## config.mk

```make
export PLATFORM = sky130hd
export DESIGN_NAME = fdc_mock_drive
export DESIGN_NICKNAME = d
export VERILOG_FILES = /design/src/logic/fdc_pkg.sv /design/src/logic/fdc_mock_drive.sv
export SDC_FILE = /design/constraint.sdc
export NUM_CORES = 1
export LEC_CHECK = 0
export BUFFER_PORTS_ARGS = -buffer_cell sky130_fd_sc_hd__buf_2
export CAP_MARGIN = 20
export CORE_ASPECT_RATIO = 1.25
export CORE_MARGIN = 4
export CORE_UTILIZATION = 59
export DETAILED_ROUTE_END_ITERATION = 6
export GPL_TIMING_DRIVEN = 0
export PLACE_DENSITY = 0.83
export SETUP_SLACK_MARGIN = 0.15
export SLEW_MARGIN = 10
export SYNTH_ARGS = -nofsm -noshare
export SYNTH_HDL_FRONTEND = slang
export SYNTH_SLANG_ARGS = --single-unit
export TNS_END_PERCENT = 20
```

## constraint.sdc

```tcl
create_clock -name clk -period 4.46 [get_ports clk]
set_clock_uncertainty 0.05 [all_clocks]
set_input_delay 0.892 -clock clk [delete_from_list [all_inputs] [get_ports clk]]
set_output_delay 0.892 -clock clk [all_outputs]
set_load 0.005 [all_outputs]
```

## src/logic/fdc_pkg.sv

```systemverilog
package fdc_pkg;

   typedef logic [0:15] cpu_addr_t;   // bit 0 is the msb
   typedef logic [0:7]  cpu_data_t;
   typedef logic [0:12] rom_addr_t;
   typedef logic [0:13] wb_addr_t;    // bit 0 rom/regs, bits 10..13 reg index
   typedef logic [7:0]  track_t;

   typedef struct packed {
      logic       pgena;
      logic       kaclk;
      logic       waiten;
      logic       hlt;
      logic       side;
      logic [1:3] dsel;              // one per drive
   } cru_bits_s;

   typedef struct packed {
      logic track0;
      logic index;
      logic ready;
      logic wprot;
   } drive_stat_s;

   typedef struct packed {
      logic step;
      logic dir;                     // 1 = inward
   } step_cmd_s;

   typedef enum logic [2:0] {
      WD_IDLE,
      WD_SETTLE,
      WD_STEP_WAIT,
      WD_VERIFY,
      WD_DONE
   } wd_state_e;

endpackage
```

## src/logic/fdc_mock_drive.sv

```systemverilog
`timescale 1ns/1ns

module fdc_mock_drive import fdc_pkg::*; #(
   parameter int unsigned REV_TICKS = 600000
) (
   input  logic        clk,
   input  logic        clk_3mhz_en_i,
   input  logic        sel_i,
   input  logic        mounted_i,
   input  logic        wprot_i,
   input  logic        motor_i,
   input  step_cmd_s   step_i,
   input  drive_stat_s next_i,
   input  track_t      next_track_i,
   output drive_stat_s stat_o,
   output track_t      track_o
);

   localparam int RW = $clog2(REV_TICKS + 1);
   localparam logic [RW-1:0] REV_LAST = RW'(REV_TICKS - 1);

   logic [5:0]    head_q  = 6'd0;
   logic [RW-1:0] rev_cnt = '0;
   logic          index_q = 1'b0;
   logic          spinning;

   assign spinning = mounted_i && motor_i;

   always_ff @(posedge clk) begin
      if (sel_i && step_i.step) begin
         if (step_i.dir && head_q != 6'd39)
            head_q <= head_q + 6'd1;
         else if (!step_i.dir && head_q != 6'd0)
            head_q <= head_q - 6'd1;
      end
   end

   // one index strobe per revolution
   always_ff @(posedge clk) begin
      if (clk_3mhz_en_i) begin
         index_q <= spinning && (rev_cnt == REV_LAST);
         if (spinning)
            rev_cnt <= (rev_cnt == REV_LAST) ? '0 : rev_cnt + 1'b1;
      end
   end

   always_comb begin
      if (sel_i) begin
         stat_o.track0 = (head_q == 6'd0);
         stat_o.index  = index_q;
         stat_o.ready  = spinning;
         stat_o.wprot  = wprot_i;
         track_o       = {2'b00, head_q};
      end else begin
         stat_o  = next_i;          // pass the next drive along
         track_o = next_track_i;
      end
   end

endmodule

```

# Yosys cells after proc, flatten, opt, wreduce, memory -nomap -nowiden

Index checks and enable logic that the tools add are counted.

Register bits after elaboration: 27
Input port bits: 20
Output and inout port bits: 12
Word-level logic and storage cells: 23

Add/subtract/negate cells: 3
Eq/ne operators: 2
Multiplexer cells: 4
Reductions and logical operators: 11

Operators by type and width:

| cell                                                               | count |
|---|---|
| 20-bit by 1-bit adder with 20-bit output, second input constant    | 1 |
| 20-bit == test, second input constant                              | 1 |
| 6-bit two-way mux                                                  | 2 |
| 8-bit two-way mux                                                  | 1 |
| 6-bit by 1-bit adder with 6-bit output, second input constant      | 1 |
| 6-bit logical NOT                                                  | 1 |
| 6-bit != test, second input constant                               | 1 |
| 6-bit nonzero test                                                 | 1 |
| 6-bit by 1-bit subtractor with 6-bit output, second input constant | 1 |
| 1-bit logical AND                                                  | 5 |
| 4-bit two-way mux                                                  | 1 |
| 2-bit AND reduction                                                | 2 |
| 2-bit nonzero test                                                 | 1 |
| 1-bit logical NOT                                                  | 1 |

# Logic depth before layout (Yosys ltp)

Depth after elaboration: 4
Mapped depth: 8
Gate-level depth less buffers: 8

# Worst setup path before layout

Ideal clock, no wire load.

Kind: input -> output
From: in sel_i
To: out stat_o[0] (netlist bit)
Arrival time: 1769 ps
Data required time: 3518 ps
Slack: 1749 ps
Stages on the path: 3
Path buffers: 2
Cell sequence: clkbuf_1 -> clkbuf_1 -> mux2_2

RTL lines:

| item        | RTL line             | text |
|---|---|---|
| from (decl) | fdc_mock_drive.sv:8  | `input logic sel_i,` |
| to (decl)   | fdc_mock_drive.sv:15 | `output drive_stat_s stat_o,` |

==> results.json <==
{
  "status": "finished, final reports clean",
  "maxSlewHeadroom": 0.420,
  "final_hold_viol_count": 0,
  "drt-pass1-iter-count": 4,
  "synth_edf_count": 27,
  "grt_setup_unrepaired": "no",
  "cts.clk_slew.worst_paths_ns": 0.15,
  "finalWorstSetupSlack_ns": 1.50,
  "start_kind": "input pin",
  "setup_violations": 0,
  "min_path_cells": 1,
  "drive_gt1_frac": 0.289,
  "ir_worst_vdd_mv": 0.179,
  "h-tree-depth": 1,
  "cts_buffers": 3,
  "die_h_um": 68.2,
  "grt.met1_usage": 0.199,
  "met2_usage": 0.392,
  "critPathMaxStageDelay_ns": 0.39,
  "leakage_nw": 0.754,
  "cts_tree": "built",
  "pre_cts_ws_ns": 1.51,
  "timing.rr.start": "head_q[1]",
  "die_x_um": 56.2,
  "crit_path_top_delay_cell": "clkbuf_1",
  "viasPerCell": 5.86,
  "async_flop_share": 0,
  "period_needed_ns": 2.96,
  "required_ns": 3.52,
  "syn_avg_cell_area_um2": 11.2,
  "hp-class": "reg2reg",
  "ios": 32,
  "critical_path_class": "in2out",
  "dp.cells": 217,
  "cts_root_buf": "clkbuf_4",
  "gp_congestion": 0.791,
  "critPathMaxFanout": 10,
  "final.setup.tns_ns": 0,
  "final_nets": 214,
  "rows": 21,
  "place_hpwl_um": 2640,
  "hold_path_end": "rev_cnt[18]",
  "synthesis.nets": 179,
  "overflow": 0,
  "fin_util": 0.707,
  "use_met3": 0.0208,
  "timing.hold.ws_ns": 0.608,
  "crit_chain": "clkbuf_1 > clkbuf_1 > mux2_2 > buf_2",
  "r2r_cells": 8,
  "drtAntennaViolNets": 0,
  "syn_area_um2": 1710,
  "worstHoldStart": "rev_cnt[18]",
  "worst_pin_slew_ns": 0.870,
  "cp-end-kind": "primary output",
  "routedWlPerCell_um": 15.5,
  "synth_ff_type": "edfxtp_1",
  "crit_top_cell": "clkbuf_1",
  "io_buffers": 30,
  "arrival_ns": 2.02,
  "vias": 1294,
  "grt_pass1_wl_um": 5710,
  "ctsHoldBuffers": 0,
  "routed_wl_um": 3420,
  "grt_max_degree": 21,
  "post-cts-setup-buffers": 0,
  "post_dp_cell_area_um2": 1910,
  "die_area_um2": 3830,
  "synthCells": 153,
  "yosys_warnings": 0,
  "core-area_um2": 2730,
  "max_cap_viol_count": 0,
  "cts_num_sinks": 27,
  "grt_usage": 0.191,
  "yosysUniqueCellTypes": 38,
  "fin_area_um2": 1930,
  "ys_ff_latch": 27,
  "fin_crit_sh": 0.664,
  "total_power_mw": 0.477,
  "drtIter0Drc": 74,
  "cp_top_family": "buffers and inverters",
  "reg2reg_setup_slack_ns": 2.18,
  "insertion_delay_ns": 0.32,
  "areaGrowthSynthToFinish_pct": 12.9,
  "top_usage_layer": "met2",
  "diodes": 0,
  "drc": 0,
  "clk_path_buf_depth": 2,
  "drv_slew": 0,
  "power_density_nw_per_um2": 247,
  "timing.fmax_mhz": 338,
  "grt_pass1_vias": 1335,
  "instances_no_fill": 221,
  "critical_path_buf_inv_count": 3,
  "seq_area_frac_synth": 0.473,
  "initial_core_util": 0.627,
  "antenna_found_initial": 0,
  "cts-resized-gates": 0,
  "r2r_end": "head_q[5]"
}
[worst register-to-register path, cell delays in order, from the launching register on]
cell      delay, ns
edfxtp_1       0.51
and4_1         0.22
nand2_1        0.08
nand2_1        0.18
ha_1           0.34
a211oi_1       0.26
o21bai_1       0.11
a21oi_1        0.21
xor2_1         0.10
[state kept, by name, summed over array words and instances (netlist names)]
signal / count
rev_cnt: 20
index_q: 1
head_q: 6
[report_power, final]
| part | switching, mW | total, mW | internal [mW] |
|---|---|---|---|
| registers | 0.00993 | 0.301 | 0.291 |
| logic | 0.0345 | 0.0712 | 0.0367 |
| clock network | 0.0711 | 0.105 | 0.0335 |
[layout by cell type (no fill, tap or decap), types with 2 or more instances in the layout]
master,Yosys,layout
buf_2,0,30
edfxtp_1,27,27
nor2_1,15,15
nand2_1,11,11
xnor2_1,11,11
xor2_1,8,8
mux2_2,8,8
nand3_1,8,8
inv_1,6,6
nand4_1,6,6
o21ai_0,5,5
ha_1,5,5
a21oi_1,4,4
and4_1,3,3
a21o_1,3,3
nor2b_1,3,3
and3_1,3,3
clkbuf_4,0,3
clkbuf_1,2,2
nand4_2,2,2
nor3_1,2,2
a22o_1,2,2
and3_2,2,2
[worst max path at each step]
stage	endpoint	depth (start not counted)	startpoint
floorplan	stat_o[0]	3	sel_i
global placement	track_o[5]	4	sel_i
detailed placement	stat_o[0]	4	sel_i
CTS	stat_o[0]	4	sel_i
global route	stat_o[0]	4	sel_i
finish	stat_o[0]	4	sel_i
[cell type report]
| cell class | instances | area, um2 |
|---|---|---|
| Multi-Input combinational cell | 117 | 857 |
| Clock buffer | 3 | 22.5 |
| Inverter | 6 | 22.5 |
| Fill cell | 199 | 800 |
| Tap cell | 34 | 42.5 |
| Buffer | 3 | 22.5 |
| Timing Repair Buffer | 30 | 150 |
| Sequential cell | 27 | 811 |
| Clock inverter | 1 | 5.00 |
[synthesized netlist by cell type (3+ instances only)]
| cell | instances | area, um2 |
|---|---|---|
| ha_1 | 5 | 62.6 |
| a21o_1 | 3 | 22.5 |
| and4_1 | 3 | 26.3 |
| edfxtp_1 | 27 | 811 |
| nor2b_1 | 3 | 18.8 |
| nor2_1 | 15 | 56.3 |
| nand3_1 | 8 | 40.0 |
| xnor2_1 | 11 | 96.3 |
| inv_1 | 6 | 22.5 |
| nand2_1 | 11 | 41.3 |
| and3_1 | 3 | 18.8 |
| a21oi_1 | 4 | 20.0 |
| o21ai_0 | 5 | 25.0 |
| mux2_2 | 8 | 90.1 |
| nand4_1 | 6 | 37.5 |
| xor2_1 | 8 | 70.1 |
[routing by layer]
layer  part of all wire  routed length [um]
met3              0.030                 104
met1               0.39                1330
met4             0.0050                  17
met2               0.58                1970
met5                  0                   0
[kinds of logic (layout without fill, tap and decap cells)]
| logic type | after synthesis | count (layout) | share of synthesized area |
|---|---|---|---|
| multiplexers | 8 | 8 | 0.0526 |
| AO/OA/AOI/OAI | 19 | 19 | 0.0716 |
| flip-flops | 27 | 27 | 0.473 |
| buffers and inverters | 9 | 43 | 0.0263 |
| AND/OR/NAND/NOR | 65 | 65 | 0.231 |
| XOR/XNOR | 19 | 19 | 0.0972 |
| adder cells (fa/ha/maj) | 6 | 6 | 0.0482 |
Note: power is estimated with default switching activity, not from simulation.
