## config.mk

```make
export PLATFORM = sky130hd
export DESIGN_NAME = fdc_cru_ctrl
export DESIGN_NICKNAME = d
export VERILOG_FILES = /design/src/logic/fdc_pkg.sv /design/src/logic/fdc_cru_ctrl.sv
export SDC_FILE = /design/constraint.sdc
export NUM_CORES = 1
export LEC_CHECK = 0
export ABC_CLOCK_PERIOD_IN_PS = 2600
export BUFFER_PORTS_ARGS = -buffer_cell sky130_fd_sc_hd__buf_2
export CAP_MARGIN = 10
export CORE_UTILIZATION = 35
export CTS_CLUSTER_SIZE = 24
export DETAILED_ROUTE_END_ITERATION = 16
export GPL_TIMING_DRIVEN = 1
export HOLD_SLACK_MARGIN = 0.08
export PLACE_DENSITY_LB_ADDON = 0.25
export SLEW_MARGIN = 30
export SYNTH_ARGS = -nofsm -noshare
export SYNTH_HDL_FRONTEND = slang
export SYNTH_SLANG_ARGS = --single-unit
```

## constraint.sdc

```tcl
create_clock -name clk -period 2.6 [get_ports clk]
set_input_delay 0.13 -clock clk [delete_from_list [all_inputs] [get_ports clk]]
set_output_delay 0.13 -clock clk [all_outputs]
set_load 0.05 [all_outputs]
```

## src/logic/fdc_pkg.sv

```systemverilog
package fdc_pkg;

   typedef logic [0:15] cpu_addr_t;   // bit 0 is the msb
   typedef logic [0:7]  cpu_data_t;
   typedef logic [0:12] rom_addr_t;
   typedef logic [0:13] wb_addr_t;    // bit 0 rom/regs, bits 10..13 reg index
   typedef logic [7:0]  track_t;

   typedef struct packed {
      logic       pgena;
      logic       kaclk;
      logic       waiten;
      logic       hlt;
      logic       side;
      logic [1:3] dsel;              // one per drive
   } cru_bits_s;

   typedef struct packed {
      logic track0;
      logic index;
      logic ready;
      logic wprot;
   } drive_stat_s;

   typedef struct packed {
      logic step;
      logic dir;                     // 1 = inward
   } step_cmd_s;

   typedef enum logic [2:0] {
      WD_IDLE,
      WD_SETTLE,
      WD_STEP_WAIT,
      WD_VERIFY,
      WD_DONE
   } wd_state_e;

endpackage
```

## src/logic/fdc_cru_ctrl.sv

```systemverilog
`timescale 1ns/1ns

module fdc_cru_ctrl import fdc_pkg::*; #(
   parameter int unsigned MOTOR_TICKS = 7896000
) (
   input  logic       clk,
   input  logic       reset,
   input  logic       enable_i,
   input  logic       clk_3mhz_en_i,
   input  cpu_addr_t  a_i,
   input  logic       cru_wr_i,
   input  logic       fdc_win_i,
   input  logic       hld_i,
   input  logic       intrq_i,
   output cru_bits_s  cru_o,
   output logic [1:3] drive_act_o,
   output logic       motor_on_o,
   output logic       cruin_o,
   output logic       ready_o
);

   localparam logic [23:0] MOTOR_LOAD = 24'(MOTOR_TICKS);

   cru_bits_s   cru_q;
   logic        kaclk_prev;
   logic        dvena;
   logic [23:0] ena_count;
   logic        wait_done;

   always_ff @(posedge clk) begin
      if (reset || !enable_i) begin
         cru_q <= '0;
      end else if (cru_wr_i) begin
         case (a_i[12:14])
            3'd0: cru_q.pgena   <= a_i[15];
            3'd1: cru_q.kaclk   <= a_i[15];
            3'd2: cru_q.waiten  <= a_i[15];
            3'd3: cru_q.hlt     <= a_i[15];
            3'd4: cru_q.dsel[1] <= a_i[15];
            3'd5: cru_q.dsel[2] <= a_i[15];
            3'd6: cru_q.dsel[3] <= a_i[15];
            3'd7: cru_q.side    <= a_i[15];
         endcase
      end
   end

   // motor monoflop retriggered by a rising kaclk
   always_ff @(posedge clk) begin
      if (reset) begin
         dvena      <= 1'b0;
         kaclk_prev <= 1'b0;
      end else begin
         kaclk_prev <= cru_q.kaclk;
         if (cru_q.kaclk && !kaclk_prev) begin
            dvena     <= 1'b1;
            ena_count <= MOTOR_LOAD;
         end else if (dvena && clk_3mhz_en_i) begin
            ena_count <= ena_count - 24'd1;
            if (ena_count <= 24'd1)
               dvena <= 1'b0;          // last tick
         end
      end
   end

   always_ff @(posedge clk) begin
      if (reset || !fdc_win_i)
         wait_done <= 1'b0;
      else if (clk_3mhz_en_i && (intrq_i || !dvena))
         wait_done <= 1'b1;
   end

   always_comb begin
      case (a_i[12:14])
         3'd0: cruin_o = hld_i;
         3'd1: cruin_o = drive_act_o[1];
         3'd2: cruin_o = drive_act_o[2];
         3'd3: cruin_o = drive_act_o[3];
         3'd4: cruin_o = !dvena;
         3'd5: cruin_o = 1'b0;
         3'd6: cruin_o = 1'b1;
         3'd7: cruin_o = cru_q.side;
      endcase
   end

   assign cru_o       = cru_q;
   assign motor_on_o  = dvena;
   assign drive_act_o = cru_q.dsel & {3{dvena}};
   assign ready_o     = !fdc_win_i || !cru_q.waiten || wait_done;

   // the cpu is let go one clock after the controller reports
   a_release_on_report: assert property (@(posedge clk) disable iff (reset)
      !ready_o && clk_3mhz_en_i && (intrq_i || !dvena) |=> ready_o);

endmodule

```

# Word-level counts from Yosys, hierarchy flattened
# Cells that the tools add are included.
[word_totals]
register_bits = 35
out_inout_bits = 14
wordCells = 54
inputBits = 24
[classes]
order_cmp = 1
n_eq_ne = 7
mux = 5
reduce_logical = 26
n_addsub = 1
n_bitwise = 2
[op_table]
columns = ["op", "n"]
rows = [
  ["$le A24 B1 Y1 const B", 1],
  ["$mux W24", 1],
  ["$sub A24 B1 Y24 const B", 1],
  ["$reduce_and A2 Y1", 10],
  ["$eq A3 B3 Y1 const B", 4],
  ["$pmux W1 S8", 1],
  ["$eq A3 B2 Y1 const B", 2],
  ["$logic_not A1 Y1", 5],
  ["$logic_or A1 B1 Y1", 5],
  ["$reduce_bool A2 Y1", 2],
  ["$and A3 B3 Y3", 1],
  ["$eq A3 B1 Y1 const B", 1],
  ["$logic_and A1 B1 Y1", 3],
  ["$logic_not A3 Y1", 1],
  ["$mux W1", 3],
  ["$not A1 Y1", 1],
]

# Longest topological paths before layout
[logic_depth]
word_depth = 4
ltp_mapped = 6
depth_no_buf = 6

# Worst setup path after synthesis
# No wires, ideal clock.
[synth_path]
path_type = "register to register"
from = "reg cru_q (netlist bit cru_o[6])"
to = "reg ena_count[0] (enable)"
path_stages_with_launch = 3
t_required_ns = 2.187
setup_slack_ns = 0.087
period_less_slack_ns = 2.513
path_buffers = 0
setup_ns = 0.413
arrival_ns = 2.100
cell_sequence = "dfxtp_1 > nand2b_1 > a21oi_1"
[synth_via]
elab_chain_len = 3
[synth_rtl]
columns = ["element", "line", "rtl"]
rows = [
  ["start, declared", "fdc_cru_ctrl.sv:24", "cru_bits_s cru_q;"],
  ["$logic_and A1 B1 Y1", "fdc_cru_ctrl.sv:54", "if (cru_q.kaclk && !kaclk_prev) begin"],
  ["$reduce_bool A2 Y1 (no source line)", "-", ""],
  ["$reduce_and A2 Y1 (no source line)", "-", ""],
  ["end signal, assigned", "fdc_cru_ctrl.sv:58", "ena_count <= ena_count - 24'd1;"],
  ["end, declared", "fdc_cru_ctrl.sv:27", "logic [23:0] ena_count;"],
]
# Every way passes these cells.
# A chain may end at the register's enable or synchronous reset.

# Worst setup path in the final report
[layout_path]
from = "reg ena_count[0]"
to = "reg ena_count[19] (data pin)"
[layout_via]
elab_chain_len = 2
[layout_rtl]
columns = ["element", "line", "rtl"]
rows = [
  ["$sub A24 B1 Y24", "fdc_cru_ctrl.sv:58", ""],
  ["$mux W24", "fdc_cru_ctrl.sv:57", "end else if (dvena && clk_3mhz_en_i) begin"],
]
# Every way passes these cells. The select of a mux whose other input is x is not followed.

==> run_results.csv <==
group,metric,value,unit
final_layout,fillers,542,
timing,hold_slack,0.113,ns
clock_tree,h-tree-depth,2,
setup_path,startpoint_type,"flip-flop",
timing,min_period,2.33,ns
yosys,synth_cell_types,36,
yosys,syn_area,0.00187,mm²
floorplan,die_width,75.1,µm
floorplan,die_height,75.1,µm
yosys,synth_edf_count,24,
route,wl_met3,105,µm
yosys,yosys_warnings,0,
placement,place.gp.congestion,0.737,
timing,hold_viol,0,
route,viasPerCell,5.20,
floorplan,std_cell_rows,26,
yosys,yosysMostFrequentCell,"edfxtp_1",
route,num_vias,1502,
run,maxCapViolations,0,
yosys,synth_area_leaders,"edfxtp_1, dfxtp_1, mux2i_1",
route,wl_met2,1.67,mm
yosys,synthCells,189,
setup_path,crit_required,2.65,ns
timing,skew,0.0117,ns
yosys,syn_area_per_cell,9.90,µm²
setup_path,path_max_fanout,14,
global_route,grt_usage,14.1,%
route,firstDrtPassIters,4,
timing,setup_violations,0,
final_layout,finalNetCount,244,
placement,dp_hpwl,2.51,mm
route,post_drt_wl_per_cell,12.9,µm
outcome,status,"finished clean",
final_layout,multi_input_area,873,µm²
floorplan,die_area,0.00564,mm²
yosys,synth_top_cell_by_area,"edfxtp_1",
yosys,synth.top_cell.area_share,38.5,%
final_layout,layout-drive-gt1-share,19.6,%
route,ant_nets,0,
yosys,synth_commonest_cells,"edfxtp_1, nor2_1, a21oi_1",
clock_tree,postCtsSetupRepairBufs,0,
pwr,p_per_area,488,mW/mm²
clock_tree,cts.sinks,35,
global_route,grt_pass1_wl,5.95,mm
final_layout,regArea,941,µm²
global_route,antenna_found_initial,0,
clock_tree,clkTransAtPathRegs,0.08,ns
yosys,postSynth.asyncResetShare,0,%
global_route,grt_start_max_net_pins,15,
worst_hold_path,hp-class,"in2reg",
clock_tree,cts.hold.buffers_added,1,
final_layout,insertedDiodeCount,0,
global_route,grt_pass1_vias,1277,
yosys,ys_seq_area_share,50.3,%
timing,slew_headroom,68.6,%
setup_path,end_kind,"flip-flop",
setup_path,worstPathArrival,2.38,ns
pwr,leakage,0.000770,µW
route,wl_met1,1.89,mm
placement,io_buffers,25,
clock_tree,clock_latency,0.30,ns
floorplan,ios,38,
clock_tree,cts_resized,0,
route,routed.top_layer,"met4",
clock_tree,clock_path_buffers,2,
final_layout,syn2layout_area_growth,16.7,%
route,routed_wl,3.72,mm
yosys,ys_ff_latch,35,
timing,rsz0062_at_grt,"no",
timing,drv_slew,0,
floorplan,core_area,0.00514,mm²
timing,fmax,430,MHz
global_route,grt-ovfl-total,0,
yosys,synthFlopType,"edfxtp_1",
clock_tree,root_buffer,"clkbuf_8",
route,drc,0,
timing,fin_tns_setup,0,ns
setup_path,critical_path_class,"reg2reg",
timing,period_share,89.5,%
floorplan,start_util,36.4,%
yosys,synth_nets,215,
clock_tree,cts_tree,"done",
route,drt_iter0_markers,47,
clock_tree,numCtsBuffers,5,
timing,worst_pin_slew,0.471,ns
pwr,peakVddDrop,260,µV
-- cell families (layout without fill, tap and decap cells) --
| logic type | count (synthesis) | count (layout) | share of synthesized area [%] |
|---|---|---|---|
| XOR/XNOR | 4 | 4 | 1.87 |
| AO/OA/AOI/OAI | 31 | 31 | 9.76 |
| AND/OR/NAND/NOR | 94 | 94 | 28.7 |
| buffers and inverters | 14 | 44 | 3.27 |
| flip-flops | 35 | 35 | 50.3 |
| adder cells (fa/ha/maj) | 2 | 2 | 1.34 |
| multiplexers | 9 | 9 | 4.81 |
-- through the flow --
stage | instance area, µm² | util [%] | power [µW] | instances | setup slack, ns
floorplan | 1870 | - | 641 | 189 | 0.0869
global placement | 2080 | 40.5 | 660 | 280 | 0.291
detailed placement | 2080 | 40.5 | 660 | 280 | 0.259
CTS | 2180 | 42.5 | 1080 | 289 | 0.258
global route | 2180 | 42.5 | 1110 | 289 | 0.189
finish | 2180 | 42.5 | 1070 | 289 | 0.272
-- cell usage in the layout, fill, tap and decap left out, drive strengths merged, types with 2 or more instances in the layout --
master / instances
nand2b: 7
xnor2: 2
or4: 11
o21ai: 9
and2: 3
buf: 30
nand4: 3
inv: 5
nand3: 10
nor4: 4
mux2i: 9
dfxtp: 11
o31ai: 7
xor2: 2
clkbuf: 7
ha: 2
or3: 11
edfxtp: 24
nand2: 8
nor2b: 2
nor3b: 3
a21oi: 12
or2: 2
nor2: 18
nor3: 8
-- layer usage --
metal	GRT usage [%]	vias to the layer above
li1	-	771
met1	19.2	707
met2	20.8	17
met3	4.02	7
met4	6.79	0
met5	0	-
-- where the power goes --
part / internal (µW) / leakage [µW] / switching, µW / total [µW]
registers: 592 / 0.000305 / 3.04 / 595
clock network: 214 / 0.0000482 / 203 / 417
logic: 19.7 / 0.000417 / 34.3 / 54.0
-- critical path, stage by stage (launching register included) --
cell	delay [ns]
edfxtp_1	0.45
or4_4	0.60
or4_4	0.52
o21ai_0	0.17
or3b_1	0.34
-- final cells by class --
class                           instances  area share, %
Clock buffer                            7           3.95
Clock inverter                          1          0.229
Inverter                                5          0.859
Multi-Input combinational cell        140           40.0
Sequential cell                        35           43.1
Tap cell                               70           4.01
Timing Repair Buffer                   31           7.90
-- path summary, 6_finish.rpt --
path / cells after the start / to / startpoint / slack, ns
setup / recovery: 4 / ena_count[19] / ena_count[0] / 0.27
hold / removal: 2 / wait_done / fdc_win_i / 0.11
hold reg to reg: 2 / cru_o[7] / cru_o[7] / 0.49
setup reg to reg: 4 / ena_count[19] / ena_count[0] / 0.27
-- state kept, by name, summed over array words and instances (netlist names) --
signal and count:
cru_o 8, kaclk_prev 1, motor_on_o 1, ena_count 24, wait_done 1
No activity file was read; power rests on OpenSTA's default activity.
