<file path="config.mk">
export PLATFORM = sky130hd
export DESIGN_NAME = fdc_service_regs
export DESIGN_NICKNAME = d
export VERILOG_FILES = /design/src/logic/fdc_pkg.sv /design/src/logic/fdc_service_regs.sv
export SDC_FILE = /design/constraint.sdc
export NUM_CORES = 1
export LEC_CHECK = 0
export ABC_CLOCK_PERIOD_IN_PS = 2950
export BUFFER_PORTS_ARGS = -buffer_cell sky130_fd_sc_hd__buf_2
export CAP_MARGIN = 20
export CORE_MARGIN = 10
export CORE_UTILIZATION = 35
export DETAILED_ROUTE_END_ITERATION = 10
export PLACE_DENSITY = 0.81
export SYNTH_ARGS = -nofsm -noshare
export SYNTH_HDL_FRONTEND = slang
export SYNTH_SLANG_ARGS = --single-unit
</file>
<file path="constraint.sdc">
create_clock -name clk -period 2.95 [get_ports clk]
set_input_delay 0.295 -clock clk [delete_from_list [all_inputs] [get_ports clk]]
set_output_delay 0.295 -clock clk [all_outputs]
set_load 0.03 [all_outputs]
</file>
<file path="src/logic/fdc_pkg.sv">
package fdc_pkg;

   typedef logic [0:15] cpu_addr_t;   // bit 0 is the msb
   typedef logic [0:7]  cpu_data_t;
   typedef logic [0:12] rom_addr_t;
   typedef logic [0:13] wb_addr_t;    // bit 0 rom/regs, bits 10..13 reg index
   typedef logic [7:0]  track_t;

   typedef struct packed {
      logic       pgena;
      logic       kaclk;
      logic       waiten;
      logic       hlt;
      logic       side;
      logic [1:3] dsel;              // one per drive
   } cru_bits_s;

   typedef struct packed {
      logic track0;
      logic index;
      logic ready;
      logic wprot;
   } drive_stat_s;

   typedef struct packed {
      logic step;
      logic dir;                     // 1 = inward
   } step_cmd_s;

   typedef enum logic [2:0] {
      WD_IDLE,
      WD_SETTLE,
      WD_STEP_WAIT,
      WD_VERIFY,
      WD_DONE
   } wd_state_e;

endpackage
</file>
<file path="src/logic/fdc_service_regs.sv">
`timescale 1ns/1ns

module fdc_service_regs import fdc_pkg::*; (
   input  logic       clk,
   input  logic       reset,
   input  wb_addr_t   wb_adr_i,
   input  cpu_data_t  wb_dat_i,
   input  logic       wb_we_i,
   input  logic [0:0] wb_sel_i,
   input  logic       wb_stb_i,
   input  logic       wb_cyc_i,
   output logic       wb_ack_o,
   input  logic       rom_busy_i,
   input  track_t     track_i,
   input  logic       side_i,
   input  logic [7:0] cmd_i,
   output cpu_data_t  reg_q_o,
   output logic [2:0] mounted_o,
   output logic [2:0] wprot_o
);

   logic reg_wr;

   assign reg_wr = wb_cyc_i && wb_stb_i && wb_we_i && wb_ack_o && wb_sel_i[0] && wb_adr_i[0];

   always_ff @(posedge clk) begin
      if (reset || !wb_cyc_i || !wb_stb_i || wb_ack_o)
         wb_ack_o <= 1'b0;
      else if (!wb_adr_i[0])
         wb_ack_o <= wb_we_i || !rom_busy_i;   // rom read waits for the cpu
      else
         wb_ack_o <= 1'b1;
   end

   always_ff @(posedge clk) begin
      if (reset) begin
         mounted_o <= '0;
         wprot_o   <= '0;
      end else if (reg_wr && wb_adr_i[10:13] == 4'd0) begin
         mounted_o <= {wb_dat_i[3], wb_dat_i[2], wb_dat_i[1]};   // bit 1 is drive 1
         wprot_o   <= {wb_dat_i[7], wb_dat_i[6], wb_dat_i[5]};
      end
   end

   always_comb begin
      reg_q_o = '0;
      case (wb_adr_i[10:13])
         4'd0: begin
            reg_q_o[1:3] = {mounted_o[0], mounted_o[1], mounted_o[2]};
            reg_q_o[5:7] = {wprot_o[0], wprot_o[1], wprot_o[2]};
         end
         4'd4: reg_q_o[1:7] = {track_i[5:0], side_i};
         4'd6: reg_q_o = cmd_i;
         default: ;
      endcase
   end

endmodule

</file>
Yosys cells after proc, flatten, opt, wreduce, memory -nomap -nowiden
Index checks and enable logic that the tools add are counted.
- bits in registers: 7
- input port bits: 46
- output and inout port bits: 15
- word-level logic and storage cells: 24
- equality and inequality tests: 2
- muxes and demuxes: 5
- reduce and logical (&&, ||, !) cells: 14
- operators with widths (cell ; count):
    $pmux 3 s3 ; 2
    $eq 4x3->1 const B ; 2
    $logic_and 1x1->1 ; 6
    $logic_not 4->1 ; 1
    $logic_or 1x1->1 ; 4
    $logic_not 1->1 ; 3
    $mux 1 ; 2
    $pmux 1 s2 ; 1

Longest topological paths before layout
Gate-level depths: netlist (run 1).
- depth after elaboration: 6
- gate-level depth with buffers: 5
- depth with buffers taken out: 3

Worst setup path after synthesis (run 1)
OpenSTA, ideal clock, no wires.
- path kind: input-to-output
- from: in wb_adr_i[2]
- to: out reg_q_o[3]
- arrival: 1.253 ns
- required time: 2.655 ns
- slack: 1.402 ns
- stages on the path: 4
- buffers on the path: 2
- cells stage by stage: clkbuf_1 > buf_2 > nand2_1 > nor2_1
- word-level cells in the longest chain between the ends: 2
- elaborated cells between the ends (all ways): 3
- those cells by class: eq/ne (2); mux (1)
- ends and longest elaborated chain (item ; line ; text):
    start, declared ; fdc_service_regs.sv:6 ; input wb_addr_t wb_adr_i,
    $eq 4x3->1 ; fdc_service_regs.sv:47 ; case (wb_adr_i[10:13])
    $pmux 1 s2 (*) ; fdc_service_regs.sv:47 ;
    end, declared ; fdc_service_regs.sv:17 ; output cpu_data_t reg_q_o,
Every way passes the cells marked *; elsewhere a longest branch is shown, timed or not.

Final worst setup path (run 1)
- from: in wb_adr_i[2]
- to: out reg_q_o[1]
- word-level cells in the longest chain between the ends: 2
- elaborated cells between the ends (all ways): 4
- those cells by class: eq/ne (2); mux (1); reduce/logical (1)
- ends and longest elaborated chain (item ; line):
    $eq 4x3->1 / $logic_not 4->1 (equally long branches) ; fdc_service_regs.sv:47
    $pmux 3 s3 (*) ; fdc_service_regs.sv:47
Marked as above.

==> results of run 1 <==
==> registers in the layout, indices dropped and copies added, names as in the netlist <==
signal     cells
wprot_o        3
mounted_o      3
wb_ack_o       1
==> cells by family after synthesis <==
kind of cell           count (synthesis)  share of synthesized area (%)
and+or+nand+nor                       34                          38.39
muxes                                 13                          24.64
AOI/OAI and AO/OA                      7                          7.347
DFF                                    7                          26.54
buffers and inverters                  4                          3.080
==> through the flow <==
stage                     power [mW]  hold slack (ns)  util [%]
final                         0.2410           0.2393     57.97
after floorplan               0.1297           0.4132         -
after global routing          0.2608           0.2350     57.97
after global placement        0.1553           0.4441     56.04
after detailed placement      0.1568           0.4587     56.04
after CTS                     0.2450           0.2306     57.97
==> power by group through the flow <==
stage / registers (mW) / clock network [mW] / logic [mW]
3_5_place_dp: 0.0976 / 0 / 0.0592
3_3_place_gp: 0.0976 / 0 / 0.0578
4_1_cts: 0.0956 / 0.0899 / 0.0594
2_1_floorplan: 0.0987 / 0 / 0.0310
5_1_grt: 0.0956 / 0.0999 / 0.0653
6_report: 0.0957 / 0.0866 / 0.0587
==> cells in the mapped netlist <==
library cell / number
mux2i_1: 13
nand2b_1: 12
dfxtp_1: 7
and2_1: 6
nand3_1: 6
o21ai_1: 6
nor2_1: 4
clkbuf_1: 3
nand2_1: 3
a2111oi_0: 1
buf_2: 1
nand4_1: 1
nor3_4: 1
or4_4: 1
==> cell type report <==
type | instances | share of cell area (%)
clock buffers | 4 | 3.318
well taps | 15 | 2.370
repair buffers | 47 | 29.70
flip-flops and latches | 7 | 17.69
multi-input cells | 54 | 46.92
==> final timing paths <==
path	to	slack, ns	depth (start not counted)
max	reg_q_o[1]	1.46	5
min	wb_ack_o	0.24	2
max reg2reg	mounted_o[1]	1.80	3
min reg2reg	wb_ack_o	0.47	1
==> metal layers <==
layer | up-vias | track usage [%]
met4 | 0 | 3.934
met1 | 254 | 9.179
met5 | - | 0
met3 | 2 | 6.009
met2 | 28 | 16.22
li1 | 319 | -
==> results.ini, run 1 <==
[detailed_routing]
top_layer_used = met4
wirelength_mm = 1.675
drcViolationCount = 0
wl_met1_um = 648
antenna_left = 0
route.met3.wl_um = 235
via_per_inst = 4.748
wl_per_cell_um = 13.19
drt_iter0_markers = 9
first_pass_iters = 4
wl_met2_um = 771
vias = 603

[synth]
yosys.area.top_type = dfxtp_1
synth_seq_cells = 7
yosysSeqAreaShare_pct = 26.54
syn_nets = 111
netlist_area_um2 = 528.0
synth_top_cell_area_share_pct = 26.54
synth.distinct_cells = 14
avgSynthCellArea_um2 = 8.123
netlist_instances = 65
synth_area_leaders = dfxtp_1 (27%), mux2i_1 (25%), nand2b_1 (14%)
ys.warnings.count = 0

[place]
port_buffers = 47
globalplace.congestion = 0.6349
placed_area_um2 = 765.7
place_ws_ns = 1.216
dp.cells = 123

[status]
status = complete, no violations

[global_route]
grt_pass1_wl_mm = 2.677
gr-total-overflow = 0
gr-usage-all-layers_pct = 9.622
grt_pass1_vias = 622
antenna_found_initial = 0
grt_start_max_net_pins = 16

[power]
ir_worst_vdd_v = 0.0002248
p_leak_nw = 0.4126
p_per_area_mw_per_mm2 = 304.3
p_sw_share_pct = 26.92
clockPowerShare_pct = 35.9
power_switching_mw = 0.06490
intPower_mw = 0.1761
combPwrFrac_pct = 24.4
pwr-share-seq_pct = 39.7

[setup_path]
cp_max_fo = 14
crit_top_cell = buf_2
cp-start-kind = primary input
cp_top_family = buffers and inverters
max_stage_delay_ns = 0.26
cp.required_ns = 2.65
r2r-start = wb_ack_o
critPathKind = primary input to primary output
endpoint_kind = primary output
crit_slowest_cell = buf_2
crit_arrival_ns = 1.20
startpoint = wb_adr_i[2]
crit_chain = buf_2 -> mux2i_1 -> o21ai_1 -> and2_1 -> buf_2
crit_buf_inv = 2

[clock_tree]
clockBufferDepth = 2
cts_max_level = 1
clk_pin_slew_ns = 0.05
cts_hold_buf = 0
cts_tree = built
cts_buffers = 3
cts_setup_buffers = 0
cts_root_buffer = clkbuf_4
cts_resized = 0
clkLatencyLatePin_ns = 0.25
clock-sinks = 7

[timing]
setup_tns_ns = 0
skew_ns = 0.0008869
slew_viol_final = 0
fin_crit_ns = 1.490
worst_slack_ns = 1.460
worstMarginPinSlew_ns = 0.4108
rsz0062_at_grt = false
max_slew_margin_pct = 72.52
timing.fmax_mhz = 671.1
finalHoldViolCount = 0
setup_viol = 0
fin_crit_sh_pct = 50.51

[finish]
multi_input_area_um2 = 371.6
n_antenna_cell = 0
syn2layout_area_growth_pct = 50.00
drive_above_1_share_pct = 46.43
final_common_cell = buf_2
stdcell_area_um2 = 792.0
ff_latch_area_um2 = 140.1
nFillCells = 135
final_cell_mix = buf_2 (47), mux2i_1 (13), nand2b_1 (12), dfxtp_1 (7)
finalNonFillerCells = 127
layout.nets = 159

[die]
die_h_um = 58.84
die-area_mm2 = 0.003462
die_w_um = 58.84
start_util_pct = 38.64
rows = 13
coreArea_mm2 = 0.001366
num_io_pins = 61

[job]
drv_cap = 0

[worst_hold_path]
min_from = rom_busy_i
hold_class = primary input to flop

(Power assumes the default switching activity.)
==> inputs of run 2 (changes only) <==
- ABC_CLOCK_PERIOD_IN_PS: 2950 -> 1400
- CORE_UTILIZATION: 35 -> 32
- PLACE_DENSITY: 0.81 -> 0.74
- clock period: 2.95 -> 1.4 ns (I/O delays scaled with it)
==> results.ini, run 2 (same netlist as run 1, synthesis figures left out) <==
[power]
power_mw = 0.5050
p_per_area_mw_per_mm2 = 613.4
ir_worst_vdd_v = 0.0004325
p_leak_nw = 0.4331

[global_route]
gr-total-overflow = 0
grt_pass1_vias = 591
antenna_found_initial = 0
grt_start_max_net_pins = 15
grt_pass1_wl_mm = 2.608
gr-usage-all-layers_pct = 9.019

[timing]
timing.fmax_mhz = 800.7
worstMarginPinSlew_ns = 0.3407
skew_ns = 0.0006880
hold_slack_ns = 0.09882
setup_tns_ns = 0
finalHoldViolCount = 0
max_slew_margin_pct = 76.70
fin_crit_sh_pct = 89.21
slew_viol_final = 0
setup_viol = 0
fin_crit_ns = 1.249
rsz0062_at_grt = false

[setup_path]
cp.required_ns = 1.26
endpoint_kind = primary output
critPathKind = flop to primary output
startpoint = wprot_o[2]
cp-start-kind = flop
r2r_end = mounted_o[2]
r2r_slack_ns = 0.39
cp_max_fo = 3
crit_arrival_ns = 1.11
r2r-start = wb_ack_o
r2r_cells = 4

[die]
coreArea_mm2 = 0.001541
die_w_um = 60.62
num_io_pins = 61
rows = 14
die-area_mm2 = 0.003675
start_util_pct = 34.25
die_h_um = 60.62

[worst_hold_path]
min_from = rom_busy_i
hold_path_end = wb_ack_o
holdPathStages = 2
hold_class = primary input to flop

[clock_tree]
cts_setup_buffers = 0
clockBufferDepth = 2
cts_resized = 0
cts_tree = built
clk_pin_slew_ns = 0.05
cts_max_level = 1
cts_buffers = 3
clkLatencyLatePin_ns = 0.24
cts_root_buffer = clkbuf_4
clock-sinks = 7
cts_hold_buf = 0

[status]
status = complete, no violations

[detailed_routing]
via_per_inst = 4.773
wirelength_mm = 1.715
vias = 630
antenna_left = 0
drcViolationCount = 0
first_pass_iters = 4
drt_iter0_markers = 13
wl_per_cell_um = 12.99

[place]
port_buffers = 47
globalplace.congestion = 0.6599
dp_hpwl_mm = 1.529

[finish]
nFillCells = 165
n_antenna_cell = 0
drive_above_1_share_pct = 48.28
layout.nets = 163
syn2layout_area_growth_pct = 55.92
reg.largest.list = mounted_o (3), wprot_o (3), wb_ack_o (1)
final_cell_mix = buf_2 (47), mux2i_1 (13), nand2b_1 (12), dfxtp_1 (7)
utilization_pct = 53.41
final_common_cell = buf_2

[job]
drv_cap = 0

-- run 2: metal layers --
metal / wire, um / global-route usage [%] / vias up / share of wire, %
met4: 28 / 6.583 / 0 / 1.6
li1: - / - / 329 / -
met5: 0 / 0 / - / 0
met3: 279 / 3.340 / 2 / 16
met1: 654 / 9.166 / 267 / 38
met2: 753 / 14.85 / 32 / 44
-- run 2: power by group --
group	switching [mW]	internal, mW
clock network	0.0665	0.108
registers	0.000673	0.201
logic	0.0632	0.0656
total	0.130	0.375
-- run 2: worst max path at each step --
stage,end,cells after the start
2_1_floorplan,mounted_o[0],4
3_3_place_gp,mounted_o[0],5
3_5_place_dp,mounted_o[2],5
4_1_cts,reg_q_o[2],4
5_1_grt,reg_q_o[4],4
6_report,reg_q_o[0],4
-- run 2: worst max-delay path, cell delays in order (launching register included) --
cell and delay (ns):
dfxtp_1 0.36, mux2i_1 0.09, o21ai_1 0.11, and2_1 0.13
buf_2 0.19
-- run 2: per-stage QoR --
stage	cells	worst slack, ns	instance area (um2)
after floorplan	65	0.07372	528.0
after global placement	128	0.02978	797.0
after detailed placement	128	0.004803	797.0
after CTS	132	0.1341	823.3
after global routing	132	0.05512	823.3
final	132	0.1510	823.3
-- run 2: cell type report --
| class | instances | area (um2) | share of cell area [%] |
|---|---|---|---|
| multi-input combinational | 54 | 371.6 | 45.14 |
| clock buffer | 4 | 26.28 | 3.191 |
| timing repair buffer | 51 | 265.3 | 32.22 |
| sequential | 7 | 140.1 | 17.02 |
| tap | 16 | 20.02 | 2.432 |
