[src/logic/fdc_pkg.sv]
package fdc_pkg;

   typedef logic [0:15] cpu_addr_t;   // bit 0 is the msb
   typedef logic [0:7]  cpu_data_t;
   typedef logic [0:12] rom_addr_t;
   typedef logic [0:13] wb_addr_t;    // bit 0 rom/regs, bits 10..13 reg index
   typedef logic [7:0]  track_t;

   typedef struct packed {
      logic       pgena;
      logic       kaclk;
      logic       waiten;
      logic       hlt;
      logic       side;
      logic [1:3] dsel;              // one per drive
   } cru_bits_s;

   typedef struct packed {
      logic track0;
      logic index;
      logic ready;
      logic wprot;
   } drive_stat_s;

   typedef struct packed {
      logic step;
      logic dir;                     // 1 = inward
   } step_cmd_s;

   typedef enum logic [2:0] {
      WD_IDLE,
      WD_SETTLE,
      WD_STEP_WAIT,
      WD_VERIFY,
      WD_DONE
   } wd_state_e;

endpackage
[src/logic/fdc_wd_core.sv]
`timescale 1ns/1ns

module fdc_wd_core import fdc_pkg::*; #(
   parameter int unsigned STEP_TICKS = 18000
) (
   input  logic        clk,
   input  logic        reset,
   input  logic        clk_3mhz_en_i,
   input  logic        cs_i,
   input  logic        rd_i,
   input  logic        wr_i,
   input  logic [1:0]  reg_i,
   input  logic [7:0]  dal_i,
   output logic [7:0]  dal_o,
   input  logic        hlt_i,
   input  drive_stat_s stat_i,
   output step_cmd_s   step_o,
   output logic        hld_o,
   output logic        intrq_o,
   output logic [7:0]  cmd_o
);

   localparam int TW = $clog2(STEP_TICKS + 1);
   localparam logic [TW-1:0] STEP_LOAD = TW'(STEP_TICKS);

   wd_state_e     state_q;
   wd_state_e     fin_state;
   track_t        track_q;
   logic [7:0]    sector_q;
   logic [7:0]    data_q;
   logic [7:0]    cmd_q;
   logic          busy;
   logic          seek_err;
   logic          dir_q;
   logic          step_q;
   logic          stepped;
   logic [7:0]    step_cnt;
   logic [TW-1:0] tick_cnt;
   logic [7:0]    status;
   logic          cmd_wr;
   logic          force_int;
   logic          step_dir;

   assign cmd_wr    = cs_i && wr_i && (reg_i == 2'd0);
   assign force_int = cmd_wr && (dal_i[7:4] == 4'hD);
   assign fin_state = cmd_q[2] ? WD_VERIFY : WD_DONE;   // verify flag

   always_comb begin
      case (cmd_q[6:5])
         2'b10:   step_dir = 1'b1;                      // step-in
         2'b11:   step_dir = 1'b0;                      // step-out
         default: step_dir = dir_q;                     // step keeps the last direction
      endcase
   end

   always_ff @(posedge clk) begin
      if (cs_i && wr_i && reg_i == 2'd2)
         sector_q <= dal_i;
      if (cs_i && wr_i && reg_i == 2'd3)
         data_q <= dal_i;
   end

   always_ff @(posedge clk) begin
      if (reset) begin
         state_q  <= WD_IDLE;
         busy     <= 1'b0;
         intrq_o  <= 1'b0;
         hld_o    <= 1'b0;
         seek_err <= 1'b0;
         dir_q    <= 1'b0;
         step_q   <= 1'b0;
         stepped  <= 1'b0;
         step_cnt <= '0;
         tick_cnt <= '0;
         track_q  <= '0;
         cmd_q    <= '0;
      end else begin
         step_q <= 1'b0;
         if (cs_i && wr_i && reg_i == 2'd1)
            track_q <= dal_i;
         if (force_int) begin
            cmd_q   <= dal_i;
            busy    <= 1'b0;
            intrq_o <= 1'b1;
            state_q <= WD_IDLE;
         end else begin
            case (state_q)
               WD_IDLE: begin
                  if (cmd_wr) begin
                     cmd_q <= dal_i;
                     if (!dal_i[7]) begin              // type I only, others ignored
                        busy     <= 1'b1;
                        intrq_o  <= 1'b0;
                        seek_err <= 1'b0;
                        hld_o    <= dal_i[3];
                        stepped  <= 1'b0;
                        step_cnt <= '0;
                        state_q  <= WD_SETTLE;
                     end
                  end
               end
               WD_SETTLE: begin
                  if (cmd_q[6:5] != 2'b00) begin       // step, step-in, step-out
                     if (stepped) begin
                        state_q <= fin_state;
                     end else begin
                        stepped  <= 1'b1;
                        dir_q    <= step_dir;
                        step_q   <= 1'b1;
                        tick_cnt <= STEP_LOAD;
                        state_q  <= WD_STEP_WAIT;
                        if (cmd_q[4])
                           track_q <= step_dir ? track_q + 8'd1 : track_q - 8'd1;
                     end
                  end else if (!cmd_q[4]) begin        // restore
                     if (stat_i.track0) begin
                        track_q <= '0;
                        state_q <= fin_state;
                     end else if (step_cnt == 8'hFF) begin
                        seek_err <= 1'b1;               // track 0 never seen
                        state_q  <= WD_DONE;
                     end else begin
                        step_cnt <= step_cnt + 8'd1;
                        dir_q    <= 1'b0;
                        step_q   <= 1'b1;
                        tick_cnt <= STEP_LOAD;
                        state_q  <= WD_STEP_WAIT;
                     end
                  end else begin                       // seek
                     if (track_q == data_q) begin
                        state_q <= fin_state;
                     end else begin
                        dir_q    <= data_q > track_q;
                        track_q  <= (data_q > track_q) ? track_q + 8'd1 : track_q - 8'd1;
                        step_q   <= 1'b1;
                        tick_cnt <= STEP_LOAD;
                        state_q  <= WD_STEP_WAIT;
                     end
                  end
               end
               WD_STEP_WAIT: begin
                  if (clk_3mhz_en_i) begin
                     tick_cnt <= tick_cnt - 1'b1;
                     if (tick_cnt <= 1)
                        state_q <= WD_SETTLE;
                  end
               end
               WD_VERIFY: begin
                  if (clk_3mhz_en_i)
                     state_q <= WD_DONE;
               end
               WD_DONE: begin
                  busy    <= 1'b0;
                  intrq_o <= 1'b1;
                  state_q <= WD_IDLE;
               end
               default: state_q <= WD_IDLE;
            endcase
         end
      end
   end

   assign status = {!stat_i.ready, stat_i.wprot, hld_o && hlt_i, seek_err,
                    1'b0, stat_i.track0, stat_i.index, busy};

   always_comb begin
      dal_o = 8'h00;
      if (cs_i && rd_i) begin
         case (reg_i)
            2'd0: dal_o = status;
            2'd1: dal_o = track_q;
            2'd2: dal_o = sector_q;
            2'd3: dal_o = data_q;
         endcase
      end
   end

   assign step_o.step = step_q;
   assign step_o.dir  = dir_q;
   assign cmd_o       = cmd_q;

   a_step_while_busy: assert property (@(posedge clk) disable iff (reset)
      step_q |-> busy);

endmodule

[config.mk]
export PLATFORM = sky130hd
export DESIGN_NAME = fdc_wd_core
export DESIGN_NICKNAME = d
export VERILOG_FILES = /design/src/logic/fdc_pkg.sv /design/src/logic/fdc_wd_core.sv
export SDC_FILE = /design/constraint.sdc
export NUM_CORES = 1
export LEC_CHECK = 0
export ABC_AREA = 1
export BUFFER_PORTS_ARGS = -buffer_cell sky130_fd_sc_hd__buf_2
export CAP_MARGIN = 20
export CORE_ASPECT_RATIO = 0.7
export CORE_MARGIN = 4
export CORE_UTILIZATION = 31
export CTS_CLUSTER_SIZE = 12
export DETAILED_ROUTE_END_ITERATION = 6
export GPL_TIMING_DRIVEN = 0
export SYNTH_ARGS = -nofsm -noshare
export SYNTH_HDL_FRONTEND = slang
export SYNTH_SLANG_ARGS = --single-unit
[constraint.sdc]
create_clock -name clk -period 4 [get_ports clk]
set_clock_uncertainty 0.1 [all_clocks]
set_input_delay 0.4 -clock clk [delete_from_list [all_inputs] [get_ports clk]]
set_output_delay 0.4 -clock clk [all_outputs]
set_load 0.02 [all_outputs]
Word-level counts from Yosys, hierarchy flattened
Index checks and enable logic that the tools add are counted.
{"block": "word_totals", "output_inout_bits": 20, "regBits": 65, "in_bits": 21, "word_cells": 157}
{"block": "op_classes", "n_lt_le_gt_ge": 2, "n_eq_ne": 33, "n_mux": 71, "bitwise_logic": 3, "n_addsub": 4, "n_reduce_logical": 30}
{"cell": "8-bit 2-to-1 mux", "n": 21}
{"cell": "15-bit 2-to-1 mux", "n": 7}
{"cell": "3-bit 2-to-1 mux", "n": 12}
{"cell": "8-bit case mux with 4 select lines", "n": 1}
{"cell": "15-bit case mux with 2 select lines", "n": 1}
{"cell": "2-bit != test, second input constant", "n": 12}
{"cell": "1-bit 2-to-1 mux", "n": 22}
{"cell": "8-bit by 1-bit adder with 8-bit output, second input constant", "n": 2}
{"cell": "8-bit case mux with 2 select lines", "n": 1}
{"cell": "8-bit AND reduction", "n": 2}
{"cell": "15-bit by 1-bit <= comparator with 1-bit output, second input constant", "n": 1}
{"cell": "3-bit != test, second input constant", "n": 5}
{"cell": "15-bit by 1-bit subtractor with 15-bit output, second input constant", "n": 1}
{"cell": "4-bit != test, second input constant", "n": 3}
{"cell": "3-bit case mux with 4 select lines", "n": 1}
{"cell": "2-bit nonzero test", "n": 6}
{"cell": "1-bit case mux with 2 select lines", "n": 5}
{"cell": "5-bit AND reduction", "n": 2}
{"cell": "2-bit == test, second input constant", "n": 4}
{"cell": "8-bit == test", "n": 1}
{"cell": "8-bit == test, second input constant", "n": 1}
{"cell": "8-bit greater-than comparator", "n": 1}
{"cell": "1-bit logical AND", "n": 8}
{"cell": "8-bit by 1-bit subtractor with 8-bit output, second input constant", "n": 1}
{"cell": "18 further kinds", "n": 22}

Depth between registers and ports, before layout
{"block": "depth", "depth_word": 8, "ltp_mapped": 15}

Worst setup path after synthesis
Ideal clock, no wire load.
{"block": "synth_path", "path_kind": "reg2reg", "from": "register track_q[5]", "to": "register tick_cnt[6]", "stages_incl_launch_ff": 13, "slack_ns": 1.892, "t_required_ns": 3.764, "setup_ns": 0.136, "t_arrival_ns": 1.871, "path_cell_list": "dfxtp_1 > clkinv_1 > ha_1 > nand2_1 > nor2_1 > nand2_1 > nand2_1 > nand4_1 > nand2_2 > clkinv_2 > buf_6 > nand2_1 > a21oi_2"}
{"block": "synth_between", "elab_chain_cells": 3}
{"item": "start, declared", "line_no": "fdc_wd_core.sv:28", "source": "track_t track_q;"}
{"item": "start signal, assigned", "line_no": "fdc_wd_core.sv:80", "source": "track_q <= dal_i;"}
{"item": "start signal, assigned", "line_no": "fdc_wd_core.sv:113", "source": "track_q <= step_dir ? track_q + 8'd1 : track_q - 8'd1;"}
{"item": "start signal, assigned", "line_no": "fdc_wd_core.sv:134", "source": "track_q <= (data_q > track_q) ? track_q + 8'd1 : track_q - 8'd1;"}
{"item": "8-bit == test", "line_no": "fdc_wd_core.sv:130", "source": "if (track_q == data_q) begin"}
{"item": "4-bit != test (no line)"}
{"item": "7-bit AND reduction (no line)"}
{"item": "end signal, assigned", "line_no": "fdc_wd_core.sv:143", "source": "tick_cnt <= tick_cnt - 1'b1;"}
{"item": "end, declared", "line_no": "fdc_wd_core.sv:38", "source": "logic [TW-1:0] tick_cnt;"}
Every way passes these cells.
A chain may end at the register's enable or synchronous reset.

Worst setup path in the final report
{"block": "layout_path", "from": "register track_q[5]", "to": "register tick_cnt[5]"}
Same word-level chain as after synthesis.

==> reports/metrics.csv <==
metric,value,unit
outcome,finished clean,
y dimension of the die,106.4,um
HPWL after detailed placement,9736,um
highest attainable clock frequency,0.3665,GHz
final sum of negative setup slack,0,ps
wire length after detailed routing,12390,um
reported leakage power,2.282,nW
number of CTS-inserted buffers,9,
topmost layer with routed signal wires,met4,
detail-routed net length per standard cell,14.33,um
core area,0.01336,sq mm
total I/O pin count,41,
number of setup violations in the final report,0,
"EDFF count, synth",16,
Crit path top cell by count,sky130_fd_sc_hd__nand2_1,
setup repair after global routing missed its margin,false,
Fin. Hold Viols,0,
Mapped Nets,659,
"Period Utilization, post-route",68.21,%
worst setup path class,reg2reg,
clock slew seen by the registers of the worst setup and hold paths,60,ps
sort of element at the start of the critical path,flop,
final instance area,0.005012,sq mm
Hold/Removal Path Class,in2reg,
Critical Path Sink Type,flop,
ordered list of cells on the worst path,clkinv_1 -> ha_1 -> nand2_1 -> nor2_1 -> nand2_1 -> nand2_1 -> nand4_1 -> nand2_2 -> clkinv_2 -> buf_6 -> nand2_1 -> a21oi_2,
number of levels in the clock H-tree,3,
number of buffers inserted to repair setup after CTS,0,
Area growth syn-to-layout,16.90,%
Yosys cell types,44,
CTS sink cnt,65,
global-route wire length before repair,20600,um
CP max FO,10,
vias in the first global route,3802,
critical path arrival,2820,ps
layout cell share with drive strength beyond 1,15.00,%
sequential element share of the synthesized area,34.08,%
max-slew violation count,0,
total number of yosys warnings,0,
DRT antenna net count,0,
worst-case clock buffer depth,2,
initial drt markers,329,
final net count,709,
async set or reset register ratio after synthesis,0,%
GP Congestion,0.9498,
number of diodes,0,
cell with the largest stage delay on the worst path,sky130_fd_sc_hd__dfxtp_1,
number of buffers added to fix hold violations after cts,0,
met3 wire len,950,um
total number of placement rows,35,
antenna violations before repair,0,
"slowest stage delay, CP",400,ps
Most used DFF post-synth,sky130_fd_sc_hd__dfxtp_1,
max_cap viols,0,
headroom to the max-slew limit,49.36,%
largest net degree at the start of global routing,13,
summed instance area of the synthesized netlist,0.004288,sq mm
slew at the pin closest to its max-slew limit,756.8,ps
clock tree from TritonCTS,built,
port bufs,38,
Synth Register Bits,65,
data required time of the worst path,4100,ps
Final min period,2728,ps
Root Buffer Master,sky130_fd_sc_hd__clkbuf_16,
final global-route overflow total,0,
drt first pass iters,5,
vias after detailed routing,4227,
post-synthesis area per instance,6.861,sq um
overall routing resource usage,16.28,%
"Clk Latency, worst-skew pair",340,ps
share of the core filled with cells,37.53,%
die extent in x,148.6,um
die footprint,0.01581,sq mm
worst IR drop on VDD,0.0001771,V
total of cells resized after clock tree synthesis,0,
Pwr Density,356.4,mW/mm^2
DRC violations left,0,
cell area after placement,0.004717,sq mm
initial standard-cell utilization of the core,32.10,%
final hold slack,206.8,ps
routed via count divided by cell count,4.887,
Detail Route met2 WL,4526,um
number of instances in the synthesized netlist,625,
WL met1,6808,um
[flip-flops by register name (all words and copies together), names as in the netlist]
register	flops
stepped	1
cmd_o	8
step_cnt	8
state_q	3
sector_q	8
track_q	8
hld_o	1
step_q	1
tick_cnt	15
dir_q	1
data_q	8
busy	1
seek_err	1
intrq_o	1
[cell usage after synthesis (2+ instances only)]
master                       n  share of area (%)
sky130_fd_sc_hd__clkbuf_1    4               0.35
sky130_fd_sc_hd__nand2_1   172                 15
sky130_fd_sc_hd__nand2_4     3               0.79
sky130_fd_sc_hd__nor2_2      5               0.73
sky130_fd_sc_hd__nor2_1     82                7.2
sky130_fd_sc_hd__inv_1      61                5.3
sky130_fd_sc_hd__nand3b_1    4               0.70
sky130_fd_sc_hd__a211oi_1    3               0.53
sky130_fd_sc_hd__o21ai_0    25                2.9
sky130_fd_sc_hd__nor2_4      4                1.1
sky130_fd_sc_hd__inv_2       5               0.44
sky130_fd_sc_hd__clkinv_2    2               0.23
sky130_fd_sc_hd__dfxtp_1    49                 23
sky130_fd_sc_hd__nand3_1    51                6.0
sky130_fd_sc_hd__buf_6       3               0.79
sky130_fd_sc_hd__buf_2       2               0.23
sky130_fd_sc_hd__a221oi_1    8                1.6
sky130_fd_sc_hd__edfxtp_1   16                 11
sky130_fd_sc_hd__buf_4       3               0.53
sky130_fd_sc_hd__a21oi_1    41                4.8
sky130_fd_sc_hd__ha_1       13                3.8
sky130_fd_sc_hd__a21oi_2    11                2.2
sky130_fd_sc_hd__xor2_1     15                3.1
sky130_fd_sc_hd__xnor2_1     6                1.2
sky130_fd_sc_hd__o21ai_1     3               0.35
sky130_fd_sc_hd__nor3_1      5               0.58
sky130_fd_sc_hd__nand4_1    10                1.5
sky130_fd_sc_hd__nand2_2     3               0.44
[layout by cell type, fill, tap and decap left out, types with 2 or more instances in the layout]
cell                          n
sky130_fd_sc_hd__a211oi_1     3
sky130_fd_sc_hd__a21oi_1     41
sky130_fd_sc_hd__a21oi_2     11
sky130_fd_sc_hd__a221oi_1     8
sky130_fd_sc_hd__buf_2       40
sky130_fd_sc_hd__buf_4        4
sky130_fd_sc_hd__buf_6        3
sky130_fd_sc_hd__clkbuf_1     5
sky130_fd_sc_hd__clkbuf_16    9
sky130_fd_sc_hd__clkinv_2     4
sky130_fd_sc_hd__dfxtp_1     49
sky130_fd_sc_hd__edfxtp_1    16
sky130_fd_sc_hd__ha_1        13
sky130_fd_sc_hd__inv_1       61
sky130_fd_sc_hd__inv_2        5
sky130_fd_sc_hd__inv_6        2
sky130_fd_sc_hd__nand2_1    172
sky130_fd_sc_hd__nand2_2      3
sky130_fd_sc_hd__nand2_4      3
sky130_fd_sc_hd__nand3_1     51
sky130_fd_sc_hd__nand3b_1     4
sky130_fd_sc_hd__nand4_1     10
sky130_fd_sc_hd__nor2_1      82
sky130_fd_sc_hd__nor2_2       5
sky130_fd_sc_hd__nor2_4       4
sky130_fd_sc_hd__nor3_1       5
sky130_fd_sc_hd__o21ai_0     25
sky130_fd_sc_hd__o21ai_1      3
sky130_fd_sc_hd__xnor2_1      6
sky130_fd_sc_hd__xor2_1      15
[area by class of cell]
type                       count  area [sq um]
fill                        1427          8344
inverter                      70         267.8
tap                          185         231.5
buffer                        12         81.33
sequential                    65          1461
multi-input combinational    478          2477
clock inverter                 6         66.31
clock buffer                  10         229.0
timing repair buffer          39         197.7
[per-layer routing]
metal / up-vias / global-route usage (%)
met5: - / 0
met4: 0 / 3.362
met3: 12 / 3.835
met2: 154 / 20.45
met1: 1908 / 26.95
li1: 2153 / -
[stage by stage]
| step | worst slack, ps | instances | power, mW |
|---|---|---|---|
| 6_report | 1272 | 865 | 1.786 |
| 4_1_cts | 1317 | 865 | 1.794 |
| 3_3_place_gp | 1343 | 848 | 0.9854 |
| 2_1_floorplan | 1892 | 625 | 0.9086 |
| 3_5_place_dp | 1337 | 849 | 0.9866 |
| 5_1_grt | 1068 | 865 | 1.861 |
[power by group]
group	switching, mW	total, mW	internal, mW
sequential	0.0175	0.709	0.691
clock	0.324	0.810	0.486
combinational	0.178	0.267	0.0899
total	0.519	1.79	1.27
[final timing paths]
path / start / to / slack, ps / cells after the start
worst max-delay path: track_q[5] / tick_cnt[5] / 1270 / 12
worst min-delay path: dal_i[5] / sector_q[5] / 210 / 1
worst max register to register: track_q[5] / tick_cnt[5] / 1270 / 12
worst min register to register: intrq_o / intrq_o / 370 / 2
[logic make-up (layout without fill, tap and decap cells)]
kind of cell,Yosys count,count (layout),synth area share (%)
compound gates,98,98,13.80
xor+xnor,21,21,4.290
buf+inv,82,137,8.141
simple gates,346,346,35.89
flops,65,65,34.08
fa+ha+maj,13,13,3.793
[worst max-delay path: cells and delay by family, from the launching register on]
kind,cells,cell delay [ps]
compound gates,1,50
fa+ha+maj,1,390
buf+inv,3,580
flops,1,400
simple gates,7,1060
Power figures use the tool's default switching activity.
